===== config.mk =====
export PLATFORM = sky130hd
export DESIGN_NAME = squeeze_mac_lane
export DESIGN_NICKNAME = d
export VERILOG_FILES = /design/src/verilog/squeeze_pkg.sv /design/src/verilog/squeeze_mac_lane.sv
export SDC_FILE = /design/constraint.sdc
export NUM_CORES = 1
export LEC_CHECK = 0
export ABC_AREA = 1
export BUFFER_PORTS_ARGS = -buffer_cell sky130_fd_sc_hd__buf_2
export CORE_ASPECT_RATIO = 1.2
export CORE_MARGIN = 2
export CORE_UTILIZATION = 30
export CTS_CLUSTER_DIAMETER = 150
export DETAILED_ROUTE_END_ITERATION = 12
export PLACE_DENSITY = 0.47
export SYNTH_ARGS = -nofsm -noshare
export SYNTH_HDL_FRONTEND = slang
export SYNTH_SLANG_ARGS = --single-unit
export TNS_END_PERCENT = 10

===== constraint.sdc =====
create_clock -name clk -period 3.4 [get_ports clk]
set_clock_uncertainty 0.15 [all_clocks]
set_input_delay 0.34 -clock clk [delete_from_list [all_inputs] [get_ports clk]]
set_output_delay 0.34 -clock clk [all_outputs]
set_load 0.005 [all_outputs]

===== src/verilog/squeeze_pkg.sv =====
`default_nettype none

package squeeze_pkg;

	////////////////////////////////////////////////////////////
	// Fixed point format
	////////////////////////////////////////////////////////////

	// Feature values and weights
	localparam int WIDTH = 16;
	// Lane sums and biases
	localparam int ACC_WIDTH = 32;
	// Weights are Q2.14, also the requant shift
	localparam int FRAC_BITS = 14;

	typedef logic signed [WIDTH-1:0] data_t;
	typedef logic signed [ACC_WIDTH-1:0] acc_t;

	////////////////////////////////////////////////////////////
	// Weight and bias generators
	////////////////////////////////////////////////////////////

	// Weight of one lane for one input channel
	// Multiples of 1/16 between -0.5 and +0.5
	function automatic data_t weight_of(input int lane, input int channel);
		int level;
		level = ((lane * 7 + channel * 3) % 17) - 8;
		return data_t'(level * 1024);
	endfunction

	// Per-lane bias, whole units at the accumulator scale
	// 2**16 is four in Q.14
	function automatic acc_t bias_of(input int lane);
		int level;
		level = (lane % 5) - 2;
		return acc_t'(level * 65536);
	endfunction

endpackage

`default_nettype wire


===== src/verilog/squeeze_mac_lane.sv =====
`timescale 1ns/1ps
`default_nettype none

module squeeze_mac_lane #(
	parameter int LANE = 0,
	parameter int CHIN = 64,
	localparam int CH_W = (CHIN > 1) ? $clog2(CHIN) : 1
) (
	input wire clk,
	input wire arst_n,
	input wire squeeze_pkg::data_t pix,
	input wire [CH_W-1:0] chan,
	input wire step,
	input wire first,
	output squeeze_pkg::acc_t acc
);

	import squeeze_pkg::*;

	////////////////////////////////////////////////////////////
	// Constant weight column
	////////////////////////////////////////////////////////////

	// One weight per input channel, folded to constants
	data_t weight_col [CHIN];
	data_t weight;
	acc_t product;

	for (genvar c = 0; c < CHIN; c++) begin : g_col
		assign weight_col[c] = weight_of(LANE, c);
	end

	// Channel index selects this cycle's weight
	assign weight = weight_col[chan];

	// Full 32-bit signed product, Q.14 scale
	assign product = acc_t'(pix) * acc_t'(weight);

	////////////////////////////////////////////////////////////
	// Accumulator
	////////////////////////////////////////////////////////////

	// First channel restarts the sum
	// Value holds between steps and after the group ends
	always_ff @(posedge clk or negedge arst_n) begin
		if (!arst_n) begin
			acc <= '0;
		end else if (step) begin
			if (first)
				acc <= product;
			else
				acc <= acc + product;
		end
	end

	// Requantizer reads the sum while the next group loads

endmodule

`default_nettype wire


Word level (Yosys, flattened, before mapping)
Memory sizes are Yosys's and may differ from the RTL's.
Index checks and enable logic that the tools add are counted.
Widths: inputs -> output; s select.
{"block": "word_totals", "word_cells": 9, "ff_bits": 32, "output_inout_bits": 32, "n_memories": 1, "rom_bits": 1024, "in_bits": 26}
{"block": "classes", "n_addsub": 1, "multipliers": 1, "magnitude_cmp": 1, "mux": 3, "n_bitwise": 1}
{"name": "(name not given)", "words": 64, "width": 16, "read_ports": 1, "rd_clocked_by_memory_dff": 0, "wr": 0, "line": "squeeze_mac_lane.sv:34", "text": "assign weight = weight_col[chan];"}
{"operator": "$add 32x32->32", "n": 1}
{"operator": "$mul 16x16->32", "n": 1}
{"operator": "$mux 16", "n": 2}
{"operator": "$mux 32", "n": 1}
{"operator": "$ge 7x7->1 const B", "n": 1}
{"operator": "$not 6->7", "n": 1}

Depth between registers and ports, before layout
{"block": "logic_depth", "word_depth": 7, "depth_mapped": 43, "depth_no_buf": 42}

Worst setup path after synthesis
OpenSTA, ideal clock, no wires.
{"block": "synth_path", "path_kind": "input to register", "start": "in chan[0]", "end": "reg acc[27]", "path_stages": 37, "t_arrival_ps": 6458, "setup_slack_ps": -3326, "required_ps": 3132, "path_cell_list": "inv_1 > ha_1 > nor2_2 > inv_1 > nand2_1 > nor2_1 > o31ai_1 > nand2_1 > nand2_2 > buf_6 > nor2_1 > fa_1 > fa_1 > inv_1 > fa_1 > inv_1 > ha_1 > ha_1 > ha_1 > ha_1 > fa_1 > nand3_1 > nand2_1 > a21oi_1 > o21ai_0 > nand2_1 > nand2_1 > ha_1 > nand2_1 > nor2_1 > inv_1 > nor3_1 > nand3b_1 > nand4_1 > nand3_1 > nand3_1 > nand2_1"}
{"block": "synth_between", "elab_chain_len": 7}
{"element": "start, declared", "line": "squeeze_mac_lane.sv:12", "text": "input wire [CH_W-1:0] chan,"}
{"element": "$not 6->7 (not written as such) (*)", "line": "squeeze_mac_lane.sv:34"}
{"element": "$mem_v2 64x16 (*)"}
{"element": "$mux 16 (not written as such) (*) (2 in a row)", "line": "squeeze_mac_lane.sv:34"}
{"element": "$mul 16x16->32 (*)", "line": "squeeze_mac_lane.sv:37", "text": "assign product = acc_t'(pix) * acc_t'(weight);"}
{"element": "$add 32x32->32", "line": "squeeze_mac_lane.sv:52", "text": "acc <= acc + product;"}
{"element": "$mux 32 (*)", "line": "squeeze_mac_lane.sv:49", "text": "if (first)"}
{"element": "end signal, assigned", "line": "squeeze_mac_lane.sv:50", "text": "acc <= product;"}
{"element": "end signal, assigned", "line": "squeeze_mac_lane.sv:52"}
{"element": "end, declared", "line": "squeeze_mac_lane.sv:15", "text": "output squeeze_pkg::acc_t acc"}
Every way passes the cells marked *; elsewhere a longest branch is shown, timed or not. The select of a mux whose other input is x is not followed.
A chain may end at the register's enable or synchronous reset.

Final worst setup path
{"block": "layout_path", "start": "in chan[0]", "end": "reg acc[31]"}
Same word-level chain as after synthesis.

==> impl_metrics.json <==
{
  "outcome": "complete, but fails checks",
  "failed_checks": "negative setup slack",
  "synth_edf_count": 0,
  "syn_inst": 990,
  "end_kind": "flip-flop",
  "fin_crit_ns": 6.649,
  "dpl.cell_count": 1450,
  "drv_cap": 0,
  "synth_top_cells_by_count": "nand2_1 (230), inv_1 (146), nor2_1 (138)",
  "cts_tree": "done",
  "rsz0062_at_grt": "true",
  "diodes": 0,
  "fin_crit_sh": 1.956,
  "vias": 6980,
  "ys_seq_elements": 22,
  "ant_nets": 0,
  "drc": 0,
  "place_congestion": 0.8631,
  "ys.flop_type": "dfrtp_1",
  "start_kind": "input port",
  "fillers": 2265,
  "fp.dieArea_um2": 23800,
  "synth-compound-area-share": 0.09365,
  "pin_count": 58,
  "path_class": "input port to flip-flop",
  "final_hold_viol_count": 0,
  "grtUsageTotal": 0.1812,
  "crit_path_max_incr_delay_ns": 0.54,
  "numCtsBuffers": 3,
  "relSlewSlack": 0.4140,
  "clock_path_buffers": 2,
  "overflow": 0,
  "routed_wl_mm": 21.06,
  "drive_gt1_frac": 0.3685,
  "synth_xor_area_frac": 0.02198,
  "area_growth_pct": 47.25,
  "hpwl_mm": 17.46,
  "cts_sinks": 22,
  "synthMuxAreaShare": 0,
  "layout_setup_ws_ns": -3.249,
  "grt_pass1_vias": 7105,
  "fmax_ghz": 0.1504,
  "die_w_um": 141.2,
  "arrival_ns": 6.71,
  "die_h_um": 168.6,
  "largest_register_ffs": 22,
  "seq_area_frac_synth": 0.08127,
  "synth_warnings": 0,
  "drt_iter0_drc": 213,
  "final_cells": 1473,
  "finalSetupViolCount": 19,
  "clk_pin_slew_ns": 0.07,
  "reg_top3": "acc x22",
  "synth_most_common_cell": "nand2_1",
  "regMostFlops": "acc",
  "synth_top_area_frac": 0.2010,
  "cts-htree-levels": 1,
  "viasPerCell": 4.739,
  "root_buffer": "clkbuf_16",
  "worst_slew_pin_slew_ns": 0.8780,
  "cpMostUsedCell": "nand2_1",
  "required_ns": 3.46,
  "portBuffers": 47,
  "synthTopCellsByArea": "fa_1 (20%), ha_1 (19%), nand2_1 (13%)",
  "drv_slew": 0,
  "hold_path_class": "input port to flip-flop",
  "antenna_found_initial": 0,
  "rows": 60,
  "wl_per_cell_um": 14.30,
  "grt_first_pass_wirelength_mm": 34.91,
  "synth_area_um2": 6774,
  "firstDrtPassIters": 5,
  "yosysUniqueCellTypes": 38,
  "post-synth-top-area-cell": "fa_1",
  "crit_family": "adder cells",
  "grt_max_degree": 27,
  "avgSynthCellArea_um2": 6.842,
  "synth-simple-area-share": 0.2920,
  "path_buf_inv": 7,
  "place_ws_ns": -3.716,
  "nNetsFinal": 1393,
  "insertion_delay_ns": 0.27,
  "synth_fa_ha_area_frac": 0.3912,
  "start_util": 0.3038,
  "synth-async-reset-ratio": 1.000,
  "synth_top_family_by_area": "adder cells",
  "slowest_stage": "fa_1",
  "cp_max_fo": 5,
  "core_area_um2": 22300
}
==> path summary, 6_finish.rpt <==
| kind | from | endpoint | cells past startpoint | slack (ns) |
|---|---|---|---|---|
| worst max-delay path | chan[0] | acc[31] | 41 | -3.25 |
| worst min-delay path | pix[0] | acc[10] | 5 | 0.27 |
| worst max register to register | acc[10] | acc[26] | 12 | 1.12 |
| worst min register to register | acc[10] | acc[10] | 2 | 0.38 |
| max in group asynchronous | arst_n | acc[31] | 2 | 2.28 |
| min in group asynchronous | arst_n | acc[24] | 2 | 0.44 |
==> metrics by stage <==
stage	area, um2	TNS [ns]	hold slack, ns	util
2_1_floorplan	7286	-44.83	-0.1056	-
3_3_place_gp	8857	-59.94	0.2300	0.3973
3_5_place_dp	8857	-59.48	0.2266	0.3973
4_1_cts	9442	-51.70	0.2691	0.4235
5_1_grt	9975	-57.64	0.3012	0.4474
6_report	9975	-51.25	0.2660	0.4474
==> layout by cell type (no fill, tap or decap), types with 7 or more instances in the layout <==
cell type | synthesis | final
a21oi_1 | 55 | 33
a21oi_2 | 0 | 20
buf_2 | 4 | 45
buf_4 | 13 | 165
conb_1 | 1 | 10
dfrtp_1 | 22 | 22
fa_1 | 68 | 65
ha_1 | 103 | 46
ha_4 | 0 | 53
inv_1 | 146 | 136
inv_2 | 5 | 11
nand2_1 | 230 | 199
nand2_2 | 3 | 27
nand2_4 | 0 | 7
nand3_1 | 76 | 70
nand4_1 | 13 | 13
nor2_1 | 138 | 89
nor2_2 | 3 | 42
nor2_4 | 0 | 10
o211ai_1 | 11 | 11
o21ai_0 | 33 | 18
o21ai_1 | 5 | 14
o21ai_2 | 2 | 8
==> cell type report <==
cell class              count  area [um2]  area share
repair buffers            224        1733      0.1737
flip-flops and latches     22       550.5     0.05519
inverters                 153       586.8     0.05883
clock buffers               3       75.07    0.007526
multi-input cells         792        6680      0.6697
well taps                 279       349.1     0.03500
==> worst register-to-register path, stage by stage, from the launching register on <==
cell	delay, ns
dfrtp_1	0.40
ha_1	0.24
fa_1	0.40
nand3_1	0.12
nand2_2	0.10
nand2_1	0.08
o211ai_1	0.17
nand3_1	0.17
nand2_1	0.06
nand2_1	0.05
nand3_1	0.06
nand3_1	0.11
nand2_1	0.05
==> cell families after synthesis <==
logic type / after synthesis
simple gates: 479
buf+inv: 185
fa+ha+maj: 171
compound gates: 115
flops: 22
xor+xnor: 17
other cells: 1
==> per-layer routing <==
layer | share of wire | global-route usage
met5 | 0 | 0
met4 | 0.017 | 0.03783
met3 | 0.021 | 0.007921
met2 | 0.53 | 0.3449
met1 | 0.43 | 0.2259
==> repair_timing <==
item,CTS,global route
pin swaps,33,59
endpoints found under the hold margin,22,0
hold buffers,1,0
endpoints found under the setup margin,20,20
buffers inserted,5,11
resized for setup,83,100
cloned,2,1
Power is not shown: default switching activity piles up to over one toggle a cycle in this logic, so the estimate is an artifact.
