$ cat config.mk
export PLATFORM = sky130hd
export DESIGN_NAME = squeeze_sequencer
export DESIGN_NICKNAME = d
export VERILOG_FILES = /design/src/verilog/squeeze_pkg.sv /design/src/verilog/squeeze_sequencer.sv
export SDC_FILE = /design/constraint.sdc
export NUM_CORES = 1
export LEC_CHECK = 0
export ABC_CLOCK_PERIOD_IN_PS = 1450
export CAP_MARGIN = 20
export CORE_MARGIN = 2
export CORE_UTILIZATION = 35
export DETAILED_ROUTE_END_ITERATION = 10
export DONT_BUFFER_PORTS = 1
export HOLD_SLACK_MARGIN = 0.1
export PLACE_DENSITY = 0.48
export SLEW_MARGIN = 20
export SYNTH_ARGS = -nofsm -noshare
export SYNTH_HDL_FRONTEND = slang
export SYNTH_SLANG_ARGS = --single-unit
$ cat constraint.sdc
create_clock -name clk -period 1.45 [get_ports clk]
set_input_delay 0.3625 -clock clk [delete_from_list [all_inputs] [get_ports clk]]
set_output_delay 0.3625 -clock clk [all_outputs]
set_load 0.02 [all_outputs]
$ cat src/verilog/squeeze_pkg.sv
`default_nettype none

package squeeze_pkg;

	////////////////////////////////////////////////////////////
	// Fixed point format
	////////////////////////////////////////////////////////////

	// Feature values and weights
	localparam int WIDTH = 16;
	// Lane sums and biases
	localparam int ACC_WIDTH = 32;
	// Weights are Q2.14, also the requant shift
	localparam int FRAC_BITS = 14;

	typedef logic signed [WIDTH-1:0] data_t;
	typedef logic signed [ACC_WIDTH-1:0] acc_t;

	////////////////////////////////////////////////////////////
	// Weight and bias generators
	////////////////////////////////////////////////////////////

	// Weight of one lane for one input channel
	// Multiples of 1/16 between -0.5 and +0.5
	function automatic data_t weight_of(input int lane, input int channel);
		int level;
		level = ((lane * 7 + channel * 3) % 17) - 8;
		return data_t'(level * 1024);
	endfunction

	// Per-lane bias, whole units at the accumulator scale
	// 2**16 is four in Q.14
	function automatic acc_t bias_of(input int lane);
		int level;
		level = (lane % 5) - 2;
		return acc_t'(level * 65536);
	endfunction

endpackage

`default_nettype wire

$ cat src/verilog/squeeze_sequencer.sv
`timescale 1ns/1ps
`default_nettype none

module squeeze_sequencer #(
	parameter int CHIN = 64,
	parameter int WOUT = 15,
	localparam int CH_W = (CHIN > 1) ? $clog2(CHIN) : 1
) (
	input wire clk,
	input wire arst_n,
	input wire squeeze_en,
	input wire squeeze_pkg::data_t ifm,
	input wire ram_ack,
	output squeeze_pkg::data_t pix,
	output logic [CH_W-1:0] chan,
	output logic step,
	output logic first,
	output logic group_end,
	output logic finish
);

	// Pixels in the whole layer
	localparam int PIXELS = WOUT * WOUT;
	localparam int PIX_W = $clog2(PIXELS + 1);
	localparam logic [CH_W-1:0] LAST_CH = CH_W'(CHIN - 1);
	localparam logic [PIX_W-1:0] LAST_PIX = PIX_W'(PIXELS - 1);

	logic [CH_W-1:0] ch_cnt;
	logic [PIX_W-1:0] pix_cnt;
	logic done;
	logic ack_seen;
	logic accept;
	logic last_step;

	// One value per enabled edge until the layer ends
	assign accept = squeeze_en && !done;
	// Last channel of a pixel sitting in the pipeline register
	assign last_step = step && (chan == LAST_CH);

	////////////////////////////////////////////////////////////
	// Channel counter and pipeline register
	////////////////////////////////////////////////////////////

	always_ff @(posedge clk or negedge arst_n) begin
		if (!arst_n) begin
			ch_cnt <= '0;
		end else if (accept) begin
			// Wrap after CHIN-1
			if (ch_cnt == LAST_CH)
				ch_cnt <= '0;
			else
				ch_cnt <= ch_cnt + 1'b1;
		end
	end

	// Pixel value rides along with its channel index
	always_ff @(posedge clk) begin
		if (accept)
			pix <= ifm;
	end

	always_ff @(posedge clk or negedge arst_n) begin
		if (!arst_n) begin
			chan <= '0;
			step <= 1'b0;
			first <= 1'b0;
			group_end <= 1'b0;
		end else begin
			// Step is a one-cycle pulse per accepted value
			step <= accept;
			if (accept) begin
				chan <= ch_cnt;
				first <= (ch_cnt == '0);
			end
			// Lanes add the last product on this same edge
			group_end <= last_step;
		end
	end

	////////////////////////////////////////////////////////////
	// Layer end and finish handshake
	////////////////////////////////////////////////////////////

	// Counts group_end strobes
	always_ff @(posedge clk or negedge arst_n) begin
		if (!arst_n) begin
			pix_cnt <= '0;
			done <= 1'b0;
		end else if (group_end) begin
			pix_cnt <= pix_cnt + 1'b1;
			// Strobe of the final pixel closes the layer
			if (pix_cnt == LAST_PIX)
				done <= 1'b1;
		end
	end

	// RAM acknowledge sticks from its first high edge
	always_ff @(posedge clk or negedge arst_n) begin
		if (!arst_n)
			ack_seen <= 1'b0;
		else if (ram_ack)
			ack_seen <= 1'b1;
	end

	assign finish = done && !ack_seen;

endmodule

`default_nettype wire
After elaboration in Yosys (flattened, before gate mapping)

Index checks and enable logic that the tools add are counted.

Output and inout bits: 26
Word-level logic and storage cells: 22
Flip-flop bits (word level): 41
Input bits: 20

Add/sub/neg operators: 2
Reduce and logical (&&, ||, !) cells: 7
Equal/unequal tests: 3
Multiplexer cells: 1

Operators with widths:

| operator                                                       | count |
|---|---|
| 6-bit equality test (second input constant)                    | 2 |
| 8-bit by 1-bit adder with 8-bit output (second input constant) | 1 |
| 8-bit equality test (second input constant)                    | 1 |
| 6-bit by 1-bit adder with 6-bit output (second input constant) | 1 |
| 6-bit zero test                                                | 1 |
| 6-bit 2-to-1 mux                                               | 1 |
| 1-bit logical AND                                              | 3 |
| 1-bit zero test                                                | 2 |
| 2-bit AND reduction                                            | 1 |

Logic depth before layout (Yosys ltp)

Word-level depth: 2
Gate-level depth with buffers: 5
Depth with buffers taken out: 4

Worst setup path before layout

OpenSTA, ideal clock, no wires.

Path type: register -> register
Start: register done
End: register ch_cnt[4]
Stages on the path, launching flop included: 6
Path slack: 239 ps
Period minus slack after synthesis: 1211 ps
Data arrival time: 1087 ps
Cell sequence: dfrtp_1 -> nand2b_4 -> inv_2 -> buf_4 -> nand4_1 -> xnor2_1

Word-level cells in the longest chain between the ends: 2

RTL lines:

| what                   | RTL line                | text |
|---|---|---|
| from (decl)            | squeeze_sequencer.sv:30 | `logic done;` |
| from (signal assigned) | squeeze_sequencer.sv:88 | `done <= 1'b0;` |
| from (signal assigned) | squeeze_sequencer.sv:93 | `done <= 1'b1;` |
| 1-bit zero test        | squeeze_sequencer.sv:36 | `assign accept = squeeze_en && !done;` |
| 1-bit logical AND      | squeeze_sequencer.sv:36 |  |
| net accept             | squeeze_sequencer.sv:32 | `logic accept;` |
| to (signal assigned)   | squeeze_sequencer.sv:52 | `ch_cnt <= ch_cnt + 1'b1;` |
| to (decl)              | squeeze_sequencer.sv:28 | `logic [CH_W-1:0] ch_cnt;` |

The timed path passes the listed nets, and every way through them passes these cells.
A chain may end at the register's enable or synchronous reset.

Worst setup path in the final report

Start: register group_end
End: output port group_end

RTL lines:

| what                   | RTL line                | text |
|---|---|---|
| from (decl)            | squeeze_sequencer.sv:18 | `output logic group_end,` |
| from (signal assigned) | squeeze_sequencer.sv:76 | `group_end <= last_step;` |

No word-level cell between the ends.

==> out/qor.yml <==
critical_path:
  critPathKind: "flop to output pin"
  reg2reg_from: "done"
  critPathLaunchType: "flop"
  crit_start: "group_end"
  r2r_setup_slack_ps: 160
  cp_num_buf_inv: 1
  cp-end-kind: "output pin"
  cp_max_fo: 9
  crit_cells: 1
  cp_cell_sequence: "buf_4"
  slowest_stage: "dfrtp_1"
  cp.required_ps: 1090
  cpPeakStageDelay_ps: 500
  rr_worst_depth: 3
  cp.arrival_ps: 990
  path_delay_family: "flip-flops"
  worstSetupEndpoint: "group_end"
  r2r-end: "pix[15]"
timing:
  hold_violations: 0
  period_share: 0.935
  skew_ps: 2.44
  slew_viol_final: 0
  fin_setup_tns_ps: 0
  setup_viol: 0
  rsz0062_at_grt: "no"
  worstMarginPinSlew_ps: 278
  hold_ws_ps: 162
  period_minus_slack_ps: 1360
  fmax_mhz: 737
  setup_slack_ps: 93.6
  relSlewSlack: 0.814
power_and_ir_drop:
  p_sw_frac: 0.285
  p_clk_frac: 0.312
  pwr-share-seq: 0.591
  pwr-share-comb: 0.097
  intPower_w: 0.00202
  p_total_w: 0.00282
  p_per_area_nw_per_um2: 1570
  netSwitchingPower_w: 0.000802
  peakVddDrop_v: 0.000472
  leakagePower_nw: 0.765
cts:
  insertion_delay_ps: 290
  cts_tree: "built"
  clkTransAtPathRegs_ps: 70
  post_cts_buffers: 0
  cts_num_sinks: 41
  root_buffer: "clkbuf_8"
  h-tree-depth: 2
  clock_path_buffers: 2
  cts_buffers: 5
outcome:
  status: "completed"
layout:
  insertedDiodeCount: 0
  area_growth_pct: 12.8
  mostFrequentLayoutCell: "dfrtp_1"
  nFillCells: 391
  layout-drive-gt1-share: 0.125
  final_core_util: 0.412
  fin_nets: 151
  final_cell_mix: "dfrtp_1, nand2_1, edfxtp_1"
global_routing:
  grt_pass1_vias: 855
  antenna_found_initial: 0
  grt_max_degree: 26
  grt_pass1_wl_um: 4170
  grt_overflow_total: 0
  grt_usage: 0.109
job:
  cap_violations: 0
die:
  pin_count: 46
  fp.dieArea_um2: 5100
  coreArea_um2: 4350
  dieHeight_um: 71.4
  core.rowCount: 24
  fp.dieW_um: 71.4
  initial_utilization: 0.365
synth:
  ys.warnings.count: 0
  synth_cell_types: 30
  synth_seq_area_share: 0.696
  syn_area_um2: 1590
  syn_nets: 142
  syn_avg_cell_area_um2: 13.5
  ys_ff_latch: 41
  syn_inst: 118
place:
  gp_congestion: 0.725
  dpl.hpwl_um: 1780
  dp_slack_ps: 157
  io_buffers: 0
route:
  first_iter_violations: 13
  wl_per_cell_um: 13.7
  routed_via_density: 4.94
  dr.pass1.iters: 2
  final_antenna_net_count: 0
  num_vias: 889
  wl_um: 2470
  drcViolationCount: 0
hold_path:
  hp-class: "input pin to flop"
worst min path at each step:
stage	slack (ps)	to	start	cells after the start
after CTS	150	pix[6]	ifm[6]	0
after global routing	150	pix[7]	ifm[7]	0
after floorplan	70	ack_seen	arst_n	0
final	160	pix[14]	ifm[14]	0
after global placement	70	pix_cnt[1]	arst_n	0
after detailed placement	70	pix_cnt[0]	arst_n	0
through the flow:
stage	std cells	area [µm²]
final	180	1790
after global routing	180	1790
after CTS	180	1790
after detailed placement	170	1650
after global placement	170	1650
after floorplan	118	1590
per-layer routing:
layer  part of all wire  up-vias  track usage  routed length [µm]
li1                   -      426            -                   -
met1               0.45      417        0.131                1120
met2               0.41       40        0.153                1010
met3               0.12        6       0.0661                 289
met4              0.022        0       0.0566                  55
met5                  0        -            0                   0
state kept, by name, indices dropped and copies added (netlist names):
| signal | cells |
|---|---|
| ch_cnt | 6 |
| ack_seen | 1 |
| group_end | 1 |
| first | 1 |
| done | 1 |
| pix | 16 |
| pix_cnt | 8 |
| step | 1 |
| chan | 6 |
cells by family (layout without fill, tap and decap cells):
group / after synthesis / in the layout / share of synthesized area
flops: 41 / 41 / 0.696
buf+inv: 8 / 18 / 0.0283
fa+ha+maj: 4 / 4 / 0.0315
compound gates: 10 / 10 / 0.0464
xor+xnor: 9 / 9 / 0.0496
simple gates: 46 / 46 / 0.149
area by class of cell:
| class | count | area [µm²] | share of cell area |
|---|---|---|---|
| sequential | 41 | 1110 | 0.616 |
| multi-input combinational | 69 | 442 | 0.246 |
| clock buffer | 5 | 68.8 | 0.0384 |
| tap | 52 | 65.1 | 0.0363 |
| timing repair buffer | 5 | 52.6 | 0.0293 |
| clock inverter | 3 | 41.3 | 0.0230 |
| inverter | 5 | 18.8 | 0.0105 |
power groups by stage:
stage                     Clock (W)  Combinational, W  Sequential [W]
final                      0.000879          0.000274         0.00166
after global routing       0.000961          0.000324         0.00170
after CTS                  0.000914          0.000282         0.00167
after detailed placement          0          0.000256         0.00169
after global placement            0          0.000256         0.00169
after floorplan                   0          0.000217         0.00164
cell usage after synthesis, drive strengths merged:
cell | n | area, µm²
nand4 | 6 | 37.5
edfxtp | 16 | 480
nor3b | 1 | 7.51
nor2b | 2 | 12.5
a41oi | 1 | 8.76
and2b | 1 | 7.51
nor4 | 1 | 6.26
a41o | 1 | 10.0
dfrtp | 25 | 626
a311o | 2 | 20.0
ha | 4 | 50.1
nor4bb | 1 | 10.0
nand2b | 1 | 13.8
xor2 | 4 | 35.0
a31oi | 1 | 6.26
nand2 | 23 | 86.3
nand3 | 2 | 10.0
and3 | 1 | 6.26
inv | 5 | 18.8
nor3 | 1 | 5.00
nand4b | 1 | 8.76
or2 | 1 | 6.26
xnor2 | 5 | 43.8
o21ai | 5 | 28.8
buf | 3 | 26.3
nor2 | 3 | 11.3
nand3b | 1 | 7.51
repair_timing:
action / in CTS / in global routing
endpoints found under the setup margin: 1 / 0
hold buffers: 2 / 0
resized for setup: 1 / 0
hold endpoints to repair: 25 / 0
No activity file was read; power rests on OpenSTA's default activity.
