--- config.mk ---
export PLATFORM = sky130hd
export DESIGN_NAME = squeeze_requant
export DESIGN_NICKNAME = d
export VERILOG_FILES = /design/src/verilog/squeeze_pkg.sv /design/src/verilog/squeeze_requant.sv
export SDC_FILE = /design/constraint.sdc
export NUM_CORES = 1
export LEC_CHECK = 0
export BUFFER_PORTS_ARGS = -buffer_cell sky130_fd_sc_hd__buf_4
export CAP_MARGIN = 20
export CORE_AREA = 2 2 302 304
export DETAILED_ROUTE_END_ITERATION = 10
export DIE_AREA = 0 0 304 306
export PLACE_DENSITY = 0.39
export RECOVER_POWER = 50
export SLEW_MARGIN = 20
export SYNTH_ARGS = -nofsm -noshare
export SYNTH_HDL_FRONTEND = slang
export SYNTH_SLANG_ARGS = --single-unit
--- constraint.sdc ---
create_clock -name clk -period 1 [get_ports clk]
set_clock_uncertainty 0.2 [all_clocks]
set_input_delay 0.2 -clock clk [delete_from_list [all_inputs] [get_ports clk]]
set_output_delay 0.2 -clock clk [all_outputs]
set_load 0.005 [all_outputs]
--- src/verilog/squeeze_pkg.sv ---
`default_nettype none

package squeeze_pkg;

	////////////////////////////////////////////////////////////
	// Fixed point format
	////////////////////////////////////////////////////////////

	// Feature values and weights
	localparam int WIDTH = 16;
	// Lane sums and biases
	localparam int ACC_WIDTH = 32;
	// Weights are Q2.14, also the requant shift
	localparam int FRAC_BITS = 14;

	typedef logic signed [WIDTH-1:0] data_t;
	typedef logic signed [ACC_WIDTH-1:0] acc_t;

	////////////////////////////////////////////////////////////
	// Weight and bias generators
	////////////////////////////////////////////////////////////

	// Weight of one lane for one input channel
	// Multiples of 1/16 between -0.5 and +0.5
	function automatic data_t weight_of(input int lane, input int channel);
		int level;
		level = ((lane * 7 + channel * 3) % 17) - 8;
		return data_t'(level * 1024);
	endfunction

	// Per-lane bias, whole units at the accumulator scale
	// 2**16 is four in Q.14
	function automatic acc_t bias_of(input int lane);
		int level;
		level = (lane % 5) - 2;
		return acc_t'(level * 65536);
	endfunction

endpackage

`default_nettype wire

--- src/verilog/squeeze_requant.sv ---
`timescale 1ns/1ps
`default_nettype none

module squeeze_requant #(
	parameter int DSP_NO = 16
) (
	input wire clk,
	input wire arst_n,
	input wire group_end,
	input wire squeeze_pkg::acc_t acc [DSP_NO],
	output squeeze_pkg::data_t ofm [DSP_NO],
	output logic sample
);

	import squeeze_pkg::*;

	// Largest positive output value
	localparam acc_t SAT_MAX = acc_t'((1 <<< (WIDTH - 1)) - 1);

	acc_t biased [DSP_NO];
	acc_t shifted [DSP_NO];
	data_t scaled [DSP_NO];

	////////////////////////////////////////////////////////////
	// Bias, ReLU and scaling per lane
	////////////////////////////////////////////////////////////

	for (genvar i = 0; i < DSP_NO; i++) begin : g_lane
		assign biased[i] = acc[i] + bias_of(i);
		// Drop the weight fraction
		assign shifted[i] = biased[i] >>> FRAC_BITS;

		always_comb begin
			// ReLU
			if (biased[i] < 0)
				scaled[i] = '0;
			// Clamp at the top of the 16-bit range
			else if (shifted[i] > SAT_MAX)
				scaled[i] = data_t'(SAT_MAX);
			else
				scaled[i] = shifted[i][WIDTH-1:0];
		end
	end

	////////////////////////////////////////////////////////////
	// Output registers
	////////////////////////////////////////////////////////////

	// ofm holds until the next group end
	always_ff @(posedge clk or negedge arst_n) begin
		if (!arst_n) begin
			sample <= 1'b0;
			for (int i = 0; i < DSP_NO; i++)
				ofm[i] <= '0;
		end else begin
			sample <= group_end;
			if (group_end)
				ofm <= scaled;
		end
	end

endmodule

`default_nettype wire

# After elaboration in Yosys (flattened, before gate mapping)

Index checks and enable logic that the tools add are counted.

Output and inout port bits: 257
Bits in registers: 257
Memory bits (writable): 0
Bits in latches: 0
Input port bits: 515
ROM bits: 0
Logic and storage cells: 94
Memories: 0

Reduce and logical (&&, ||, !) cells: 0
Multiply operators: 0
Equality and inequality tests: 0
Shift-type cells: 0
$add $sub $neg: 13
Mux-type cells: 32
Bitwise gates (word level): 0
Divide/modulo/power cells: 0
Order comparisons: 32

Operators with widths:

| cell                   | number |
|---|---|
| $lt 32x1->1 const B    | 16 |
| $mux 16                | 32 |
| $gt 18x16->1 const B   | 16 |
| $add 32x18->32 const B | 7 |
| $add 32x17->32 const B | 3 |
| $add 32x19->32 const B | 3 |

# Logic depth before layout (Yosys ltp)

Word-level depth: 4
Gate-level depth with buffers: 9
Depth with buffers taken out: 7

# Least setup slack after synthesis

OpenSTA, ideal clock, no wires.

Kind: input -> register
From: input port acc[337] in the netlist's numbering
To: register ofm[162] in the netlist's numbering
Required time: 0.734 ns
Cell stages on the path: 9
Path buffers: 2
Arrival: 2.431 ns
Library setup time: 0.066 ns
Path slack: -1.697 ns
Path through: inv_1 > ha_1 > or4b_1 > nor4_1 > mux2_2 > or4_1 > buf_2 > buf_2 > nand2_1

Word-level cells in the longest chain between the ends: 4
Elaborated cells between the ends (all ways): 5
Classes of those cells: add/sub: 1; order compare: 2; mux: 2

RTL lines:

| element              | RTL line              | text |
|---|---|---|
| from (decl)          | squeeze_requant.sv:10 | `input wire squeeze_pkg::acc_t acc [DSP_NO],` |
| $add 32x18->32 *     | squeeze_requant.sv:29 | `assign biased[i] = acc[i] + bias_of(i);` |
| $gt 18x16->1         | squeeze_requant.sv:38 | `else if (shifted[i] > SAT_MAX)` |
| $mux 16              | squeeze_requant.sv:38 |  |
| $mux 16 *            | squeeze_requant.sv:35 | `if (biased[i] < 0)` |
| to (signal assigned) | squeeze_requant.sv:58 | `ofm <= scaled;` |
| to (decl)            | squeeze_requant.sv:11 | `output squeeze_pkg::data_t ofm [DSP_NO],` |

Mark *: on every way between the ends. The rest lies on a longest branch, timed or not.
A chain may end at the register's enable or synchronous reset.

# Worst setup path after layout

From: input port acc[338] in the netlist's numbering
To: register ofm[167] in the netlist's numbering

Same word-level chain as after synthesis.

==> results.txt <==
----------------------------------------------------
[Timing]
  Post-route minimum period ... 1.95 ns
  Pins Over Slew Limit ... 0
  Actual transition at the worst max-transition pin ... 0.723 ns
  Period utilisation layout ... 195%
  Final setup violation count ... 733
  Max Freq ... 513 MHz
  PnR worst setup slack ... -0.949 ns
  Hold Violations, Final ... 126
  Max-slew headroom ... 51.4%
  Hold Slack ... -0.216 ns
  Setup repair after global routing missed its margin ... yes

[Worst hold path]
  Worst hold path type ... in -> reg

[Clock tree]
  H-Tree Level Count ... 2
  TritonCTS clock tree ... done
  Clock Latency Late Sink ... 0.55 ns
  Clk sink count ... 257
  Total clock buffers created by CTS ... 37
  Cell at the root of the clock tree ... sky130_fd_sc_hd__clkbuf_16
  Bufs on Longest Clock Path ... 3
  Clk pin slew, worst setup/hold paths ... 0.06 ns

[Yosys]
  Syn Area/Cell ... 9.36 µm²
  Synthesized instance count ... 1514
  Sequential share of the synthesized area ... 45.4%
  Dominant synthesized flop cell ... sky130_fd_sc_hd__dfrtp_1
  Post-Syn Nets ... 2045
  Register bit total from synthesis ... 257
  Syn. warnings ... 0
  Number of enable flip-flop cells after synthesis ... 0
  Cell area after technology mapping ... 14200 µm²
  Async SR Flop Fraction ... 100%
  Yosys cell types ... 72

[Floorplan]
  Overall die area ... 93000 µm²
  Core ar. ... 89600 µm²
  IO Pins ... 772
  Initial Utilization ... 15.8%
  Std-Cell Rows ... 110
  Die boundary height ... 306 µm
  Chip Width ... 304 µm

[Power and ir drop]
  Net load switching power ... 10600 µW
  Cell internal power dissipation ... 26600 µW
  Max IR drop VDD ... 0.000913 V
  Leakage power figure ... 0.0133 µW
  Sw Ratio ... 28.6%
  Power share of the clock group ... 37.3%
  Pwr per Cell Area ... 1250 nW/µm²
  Reg power frac ... 33.4%
  Gate power share ... 29.3%

[Route]
  Final wirelength ... 70600 µm
  Routed vias ... 16200
  Iteration-0 DRC Markers ... 554
  Number of design rule violations left after detail routing ... 0
  Number of detailed-route iterations in the first pass ... 5
  Wirelength per Cell ... 18.3 µm
  Number of nets with antenna violations after routing ... 0
  Via-to-Cell Ratio ... 4.20

[Placement]
  Post-place instance area ... 23100 µm²
  Count of buffers from port buffering ... 547
  Routability-driven placement congestion ratio ... 0.850
  Placed wire-length estimate after detailed placement ... 53200 µm

[Cells and area]
  Final core area utilization ... 33.2%
  Layout area overhead ... 110%
  Flip-flop and latch area ... 6440 µm²
  Fill cell total of the finished layout ... 9228
  Area of all placed cells without fillers ... 29700 µm²
  Number of nets in the layout ... 3194
  Ratio of cells with drive above 1 in the final layout ... 56.2%
  Most common cell after layout, fill and taps aside ... sky130_fd_sc_hd__buf_4
  Antenna Cells ... 0
  Leading cell types in the layout, fill and taps excluded ... sky130_fd_sc_hd__buf_4, sky130_fd_sc_hd__buf_6, sky130_fd_sc_hd__dfrtp_1, sky130_fd_sc_hd__nor2_1, sky130_fd_sc_hd__nand2_1
  Multi-input combinational cell area ... 8990 µm²

[Status]
  Failing checks ... hold timing, setup timing
  Run status ... finished with violations

[GRT]
  Maximum number of pins on one net before global-route repair ... 91
  Number of global-route vias before repair ... 17100
  Number of antenna violations at the first check in global routing ... 2
  Total global routing track utilization ... 14.4%
  First-pass GRT wire length ... 105000 µm
  Sum of overflow across all layers after global routing ... 0

[Critical path]
  Max Fanout on Critical Path ... 8
  Critical path endpoint category ... flop
  Data arrival time of the critical path ... 2.22 ns
  Crit path launch type ... primary input
  Worst setup path category ... in -> reg
  Critical path required time ... 1.27 ns

[Flow run]
  Max cap viols ... 0

----------------------------------------------------
-- state kept, by name, summed over array words and instances, names as in the netlist --
signal	cells
ofm	256
sample	1
-- worst max-delay path, cell delays in order --
cell	delay, ns
sky130_fd_sc_hd__buf_12	0.11
sky130_fd_sc_hd__inv_12	0.04
sky130_fd_sc_hd__ha_4	0.13
sky130_fd_sc_hd__or4b_4	0.49
sky130_fd_sc_hd__nor4_4	0.18
sky130_fd_sc_hd__mux2_4	0.36
sky130_fd_sc_hd__or4_4	0.61
sky130_fd_sc_hd__nand2_2	0.10
-- metrics by stage --
step	worst slack (ns)	power (µW)	instances	setup TNS [ns]
after global placement	-1.64	20400	3514	-256.00
after floorplan	-1.55	15100	1514	-195.49
after CTS	-0.886	37300	3809	-241.89
after global routing	-0.958	39100	3866	-304.70
after detailed placement	-1.67	20500	3514	-257.88
final	-0.949	37200	3866	-271.80
-- cells in the mapped netlist (4+ instances only) --
cell,n,share of area [%]
sky130_fd_sc_hd__a211oi_1,21,1.1
sky130_fd_sc_hd__a211oi_2,10,0.88
sky130_fd_sc_hd__a21oi_1,26,0.92
sky130_fd_sc_hd__a22oi_1,40,2.1
sky130_fd_sc_hd__a2bb2oi_1,45,2.8
sky130_fd_sc_hd__a311o_1,13,0.92
sky130_fd_sc_hd__a311oi_1,20,1.2
sky130_fd_sc_hd__a311oi_2,10,1.1
sky130_fd_sc_hd__a31oi_1,9,0.40
sky130_fd_sc_hd__and3_1,14,0.62
sky130_fd_sc_hd__and4_1,7,0.43
sky130_fd_sc_hd__buf_1,6,0.16
sky130_fd_sc_hd__buf_2,11,0.39
sky130_fd_sc_hd__clkbuf_1,71,1.9
sky130_fd_sc_hd__dfrtp_1,257,45
sky130_fd_sc_hd__ha_1,16,1.4
sky130_fd_sc_hd__inv_1,72,1.9
sky130_fd_sc_hd__mux2_2,5,0.40
sky130_fd_sc_hd__mux2i_1,7,0.49
sky130_fd_sc_hd__nand2_1,174,4.6
sky130_fd_sc_hd__nand2b_1,12,0.53
sky130_fd_sc_hd__nand3_1,57,2.0
sky130_fd_sc_hd__nand3b_1,6,0.32
sky130_fd_sc_hd__nand4_1,34,1.5
sky130_fd_sc_hd__nand4b_1,8,0.49
sky130_fd_sc_hd__nor2_1,177,4.7
sky130_fd_sc_hd__nor2b_1,19,0.84
sky130_fd_sc_hd__nor3_1,26,0.92
sky130_fd_sc_hd__nor3b_1,6,0.32
sky130_fd_sc_hd__nor4_1,23,1.0
sky130_fd_sc_hd__nor4_2,4,0.35
sky130_fd_sc_hd__o21ai_0,10,0.35
sky130_fd_sc_hd__o221ai_1,27,1.7
sky130_fd_sc_hd__o2bb2ai_1,6,0.37
sky130_fd_sc_hd__o31a_1,4,0.25
sky130_fd_sc_hd__o31ai_1,48,2.5
sky130_fd_sc_hd__or2_2,11,0.49
sky130_fd_sc_hd__or3_1,13,0.57
sky130_fd_sc_hd__or4_1,11,0.58
sky130_fd_sc_hd__xnor2_1,84,5.2
sky130_fd_sc_hd__xor2_1,47,2.9
-- cells by family after synthesis --
family                   after synthesis  share of synthesized area, %
multiplexers                          12                         0.892
AO/OA/AOI/OAI                        314                          18.1
buffers and inverters                164                          4.60
XOR/XNOR                             131                          8.09
adder cells (fa/ha/maj)               16                          1.41
AND/OR/NAND/NOR                      620                          21.6
flip-flops                           257                          45.4
-- power groups by stage --
stage,registers [µW],logic [µW],clock network (µW)
finish,12400,10900,13900
global route,12600,11800,14800
floorplan,12300,2730,0
global placement,12400,8030,0
CTS,12400,10400,14400
detailed placement,12400,8100,0
-- timing repair --
item | in CTS | in global routing
hold endpoints to repair | 491 | 388
endpoints found under the setup margin | 504 | 740
gates resized for setup | 529 | 138
gates cloned | 12 | 6
hold buffers | 98 | 3
buffers inserted | 119 | 55
pin swaps | 79 | 58
-- cell type report --
type	instances	share of cell area, %
Clock inverter	14	0.762
Timing Repair Buffer	1199	37.8
Multi-Input combinational cell	1096	30.2
Tap cell	1176	4.95
Inverter	72	1.11
Sequential cell	257	21.7
Clock buffer	52	3.51
-- final timing paths --
kind                                            from              endpoint  slack (ns)  cells past startpoint
min in group asynchronous                     arst_n  ofm[243]$_DFFE_PN0P_        0.10                      2
worst max-delay path                        acc[338]  ofm[167]$_DFFE_PN0P_       -0.95                      8
worst min register to register   ofm[56]$_DFFE_PN0P_   ofm[56]$_DFFE_PN0P_        0.30                      2
worst max register to register  ofm[199]$_DFFE_PN0P_  ofm[199]$_DFFE_PN0P_       -0.27                      5
max in group asynchronous                     arst_n   ofm[77]$_DFFE_PN0P_       -0.30                      4
worst min-delay path                         acc[80]   ofm[34]$_DFFE_PN0P_       -0.22                      3
-- metal layers --
layer / wire length [µm] / vias to the layer above / GRT usage [%]
li1: - / 7782 / -
met3: 5750 / 80 / 5.33
met5: 26 / - / 0
met2: 32700 / 428 / 23.6
met4: 1460 / 4 / 3.39
met1: 30600 / 7951 / 18.0
Note: power is estimated with default switching activity, not from simulation.
